--- src/verilog/dcache_mem_defs.svh ---
`ifndef DCACHE_MEM_DEFS_SVH
`define DCACHE_MEM_DEFS_SVH

////////////////////////////////////////////////////////////
// cache geometry
////////////////////////////////////////////////////////////

// number of ways per set
`define DC_WAYS 4

// set index width, 16 sets
`define DC_IDX_W 4

// address tag width
`define DC_TAG_W 8

// one line holds exactly one capability word
`define DC_LINE_W 128

////////////////////////////////////////////////////////////
// request side
////////////////////////////////////////////////////////////

`define DC_RD_PORTS 2 // read ports competing for the store

`endif

--- src/verilog/dcache_geom_pkg.sv ---
`include "dcache_mem_defs.svh"

package dcache_geom_pkg;

  ////////////////////////////////////////////////////////////
  // storage geometry
  ////////////////////////////////////////////////////////////

  // address tag as stored per way
  typedef logic [`DC_TAG_W-1:0] tag_t;

  typedef logic [`DC_IDX_W-1:0] idx_t; // set index

  // a line is one capability word, the tag bit lives apart
  typedef logic [`DC_LINE_W-1:0] line_t;

  // one bit per way
  typedef logic [`DC_WAYS-1:0] way_vec_t;

  // binary way number
  typedef logic [$clog2(`DC_WAYS)-1:0] way_idx_t;

endpackage

--- src/verilog/dcache_req_pkg.sv ---
`include "dcache_mem_defs.svh"

package dcache_req_pkg;

  typedef logic [`DC_RD_PORTS-1:0] port_vec_t; // one bit per read port

  // read port number
  typedef logic [$clog2(`DC_RD_PORTS)-1:0] port_idx_t;

  // array operation picked by the arbiter each cycle
  typedef enum logic [1:0] {
    OP_IDLE    = 2'd0,
    OP_REFILL  = 2'd1,
    OP_WORD_WR = 2'd2,
    OP_READ    = 2'd3
  } mem_op_e;

endpackage
--- src/verilog/dcache_hit_select.sv ---
`timescale 1ns/1ns
`include "dcache_mem_defs.svh"

module dcache_hit_select (
  input  logic                                       clk_i,
  input  logic                                       rst_ni,
  input  logic                                       rd_acked_i,
  input  dcache_req_pkg::port_idx_t                  rd_sel_i,
  input  dcache_geom_pkg::tag_t [`DC_RD_PORTS-1:0]   rd_tag_i,  // arrives one cycle after ack
  input  dcache_geom_pkg::way_vec_t                  vld_i,
  input  dcache_geom_pkg::tag_t [`DC_WAYS-1:0]       tag_i,
  input  dcache_geom_pkg::way_vec_t                  cap_i,
  input  dcache_geom_pkg::line_t [`DC_WAYS-1:0]      data_i,
  output dcache_geom_pkg::way_vec_t                  rd_vld_bits_o,
  output dcache_geom_pkg::way_vec_t                  rd_hit_oh_o,
  output dcache_geom_pkg::line_t                     rd_data_o,
  output logic                                       rd_cap_vld_o
);

  import dcache_geom_pkg::*;
  import dcache_req_pkg::*;

  logic      cmp_en_q;
  port_idx_t rd_sel_q;
  tag_t      rd_tag;
  way_idx_t  hit_idx;

  ////////////////////////////////////////////////////////////
  // read context
  ////////////////////////////////////////////////////////////

  always_ff @(posedge clk_i or negedge rst_ni) begin
    if (!rst_ni) begin
      cmp_en_q <= 1'b0;
      rd_sel_q <= '0;
    end else begin
      cmp_en_q <= rd_acked_i;
      rd_sel_q <= rd_sel_i;
    end
  end

  assign rd_tag = rd_tag_i[rd_sel_q]; // late tag of the acked port

  ////////////////////////////////////////////////////////////
  // tag compare and output muxes
  ////////////////////////////////////////////////////////////

  always_comb begin
    for (int w = 0; w < `DC_WAYS; w++) begin
      rd_hit_oh_o[w] = cmp_en_q & vld_i[w] & (tag_i[w] == rd_tag);
    end
  end

  // lowest hit wins, way 0 on a miss
  always_comb begin
    hit_idx = '0;
    for (int w = `DC_WAYS - 1; w >= 0; w--) begin
      if (rd_hit_oh_o[w]) hit_idx = way_idx_t'(w);
    end
  end

  assign rd_vld_bits_o = vld_i;
  assign rd_data_o     = data_i[hit_idx];
  assign rd_cap_vld_o  = cap_i[hit_idx];

  // a tag may sit in at most one valid way of a set
  hit_onehot: assert property (
    @(posedge clk_i) disable iff (!rst_ni) rd_acked_i |=> $onehot0(rd_hit_oh_o))
    else $error("read hit vector must be one-hot or zero");

endmodule

--- config.mk ---
export PLATFORM = sky130hd
export DESIGN_NAME = dcache_hit_select
export DESIGN_NICKNAME = d
export VERILOG_FILES = /design/src/verilog/dcache_geom_pkg.sv /design/src/verilog/dcache_req_pkg.sv /design/src/verilog/dcache_hit_select.sv
export VERILOG_INCLUDE_DIRS = /design/src /design/src/verilog
export SDC_FILE = /design/constraint.sdc
export NUM_CORES = 1
export LEC_CHECK = 0
export CAP_MARGIN = 0
export CORE_AREA = 2 2 275 277
export CTS_BUF_LIST = sky130_fd_sc_hd__clkbuf_4
export CTS_CLUSTER_SIZE = 20
export DETAILED_ROUTE_END_ITERATION = 10
export DIE_AREA = 0 0 277 279
export DONT_BUFFER_PORTS = 1
export PLACE_DENSITY = 0.3
export SYNTH_ARGS = -nofsm -noshare
export SYNTH_HDL_FRONTEND = slang
export SYNTH_SLANG_ARGS = --single-unit
--- constraint.sdc ---
create_clock -name clk_i -period 8.4 [get_ports clk_i]
set_input_delay 0.42 -clock clk_i [delete_from_list [all_inputs] [get_ports clk_i]]
set_output_delay 0.42 -clock clk_i [all_outputs]
set_load 0.005 [all_outputs]
==> out/results.txt <==
first-pass GRT wire length = 62.9 mm
GRT overflow = 0
pwr dens = 33.6 nW/um^2
vias in the first global route = 8526
top post-synthesis cells by area = a31oi_1 25%, a21oi_1 20%, or3_1 13%
WS Path Type = reg -> out
Comb pwr share = 0.861
Slew headroom = 0.233
post-DR vias/cell = 4.67
HPWL Detailed = 36.3 mm
outcome = completed
sequential area share after synthesis = 0.00785
syn nets = 1728
Hold EP = rd_sel_q
leakage power = 2.05 nW
Slew @ Worst Pin = 1150 ps
RSZ-0062 raised after global routing = false
GPL Wtd Cong = 0.907
Most Frequent Cell on Critical Path = buf_4
final setup fails = 0
Int Power = 0.000103 W
H-tree Lvls = 1
Hold Violations, Final = 0
Worst path slowest cell = nand3_4
Syn Inst Count = 1156
CTS buffer count = 3
Placement Setup Slack = 2400 ps
syn_area_per_cell = 5.51 sq um
GRT Total Usage = 0.109
number of remaining DRC errors = 0
Worst path top cell family by delay = compound AO/OA/AOI/OAI gates
Max Cap Viol = 0
Req. time, crit path = 7980 ps
Post-Syn Area = 6370 sq um
crit-path cells = mux2i_4 > xnor2_1 > nor3_2 > buf_4 > nand3_4 > o211a_4 > buf_4 > a31oi_1 > a21oi_1
crit path time final = 6120 ps
DRT antenna net count = 0
Synth area leader = a31oi_1
CP arrival = 5700 ps
CTS tree = built
Seq cells post-synth = 2
Max Freq = 163 MHz
switch share = 0.572
IO Count = 709
final period utilization = 0.729
Die ar. = 77300 sq um
CTS Buffer Depth = 2
critical path launch point type = flop
Hold Path Cell Cnt = 0
setup ws final = 2280 ps
fraction of layout cells with a size suffix above 1 = 0.0427
clk root buf = clkbuf_4
Area Growth Syn to Fin = 11.8%
TritonRoute pass-1 iters = 5
endpoint type of the worst setup path = output pin
critical path's largest stage delay = 980 ps
Rows = 100
initial antenna violation count = 26
initial drt markers = 726
top cell type's share of synthesized area = 0.253
clock slew at reported path FFs = 30 ps
DR vias = 9293
total wire length = 47.0 mm
crit-path max FO = 83
WL/cell = 23.6 um
DIE WIDTH = 277 um
clock network power share = 0.088
Flop pwr share = 0.051
CP Depth = 9
CORE AREA = 74100 sq um
Initial Utilization = 0.0860
hold path start = rd_sel_i
chip height = 279 um
Cell variety after synth = 32
Hold WC Path Type = in -> reg
clk sinks = 2
Slew Limit Fails = 0
pin count of the biggest net entering global routing = 149
YS warnings = 0
setup bufs post-CTS = 0
worst path bufs/invs = 2
number of I/O port buffers = 0
switching power = 0.000137 W
Setup TNS = 0 ps
Final nets = 1580
peak supply drop = 0.0221 mV
-- sequential cells by signal, indices dropped and copies added, names as in the netlist --
signal    cells
cmp_en_q      1
rd_sel_q      1
-- cell usage in the layout (no fill, tap or decap), types with 3 or more instances in the layout --
cell type and instances:
mux2i_4 5, nand2_1 132, o21ai_1 32, buf_4 18, mux2i_2 3, clkbuf_4 3
diode_2 13, nor4_4 3, or3_1 131, inv_1 3, or3b_1 3, o21ai_0 97
or4_1 3, a31oi_1 258, a21oi_1 258, nor4_1 3, xnor2_1 31
-- power groups by stage --
stage	clock network [W]	logic, W	registers [W]
2_1_floorplan	0	0.000161	0.0000106
3_3_place_gp	0	0.000204	0.0000124
3_5_place_dp	0	0.000204	0.0000124
4_1_cts	0.0000214	0.000206	0.0000123
5_1_grt	0.0000225	0.000223	0.0000124
6_report	0.0000210	0.000206	0.0000123
-- synth_stat cells --
cell type	number
a21oi_1	258
a31oi_1	258
nand2_1	132
or3_1	131
clkbuf_1	107
o21ai_0	97
buf_2	54
o21ai_1	34
xnor2_1	31
buf_4	9
mux2i_4	5
buf_1	3
inv_1	3
mux2i_2	3
nand3_1	3
nor3_1	3
nor4_1	3
or3b_1	3
or4_1	3
dfrtp_1	2
nor2_1	2
nor4_4	2
a2111o_1	1
a2111oi_2	1
a211oi_4	1
and3_1	1
buf_6	1
nor4_2	1
o211a_1	1
o211ai_1	1
or3b_2	1
xor2_1	1
-- kinds of logic (layout without fill, tap and decap cells) --
kind of cell,Yosys count,in the layout,share of synthesized area
compound gates,652,652,0.569
xor+xnor,32,32,0.0440
buf+inv,177,27,0.121
flops,2,2,0.00785
mux,8,8,0.0242
other cells,0,13,0
simple gates,285,285,0.234
-- how the worst max path moves through the flow --
stage | startpoint | to | slack, ps
5_1_grt | rd_sel_q | rd_data_o[102] | 1860
2_1_floorplan | rd_sel_q | rd_data_o[117] | 5300
3_5_place_dp | rd_sel_q | rd_data_o[70] | 2400
4_1_cts | rd_sel_q | rd_data_o[70] | 2150
3_3_place_gp | rd_sel_q | rd_data_o[29] | 2500
6_report | rd_sel_q | rd_data_o[70] | 2280
-- final cells by class --
class | instances | area, sq um
Tap cell | 969 | 1210
Timing Repair Buffer | 21 | 185
Multi-Input combinational cell | 977 | 5610
Antenna cell | 13 | 32.5
Fill cell | 8768 | 66900
Sequential cell | 2 | 50.0
Inverter | 3 | 11.3
Clock buffer | 3 | 22.5
-- routing by layer --
metal | global-route usage | wire length, um
met1 | 0.130 | 18600
met2 | 0.190 | 22600
met5 | 0 | 145
met4 | 0.0364 | 1580
met3 | 0.0261 | 4080
-- through the flow --
step	cell area, sq um	hold WS, ps	cells	total power [W]	util
2_1_floorplan	6370	124	1156	0.000172	-
3_3_place_gp	7060	124	1971	0.000216	0.0953
3_5_place_dp	7060	124	1971	0.000217	0.0953
4_1_cts	7090	223	1975	0.000239	0.0957
5_1_grt	7120	216	1985	0.000258	0.0961
6_report	7120	225	1988	0.000239	0.0962
-- timing repair --
| item | CTS | global route |
|---|---|---|
| gates resized for setup | 0 | 0 |
| hold endpoints to repair | 2 | 0 |
| hold buffers | 1 | 0 |
No activity file was read; power rests on OpenSTA's default activity.
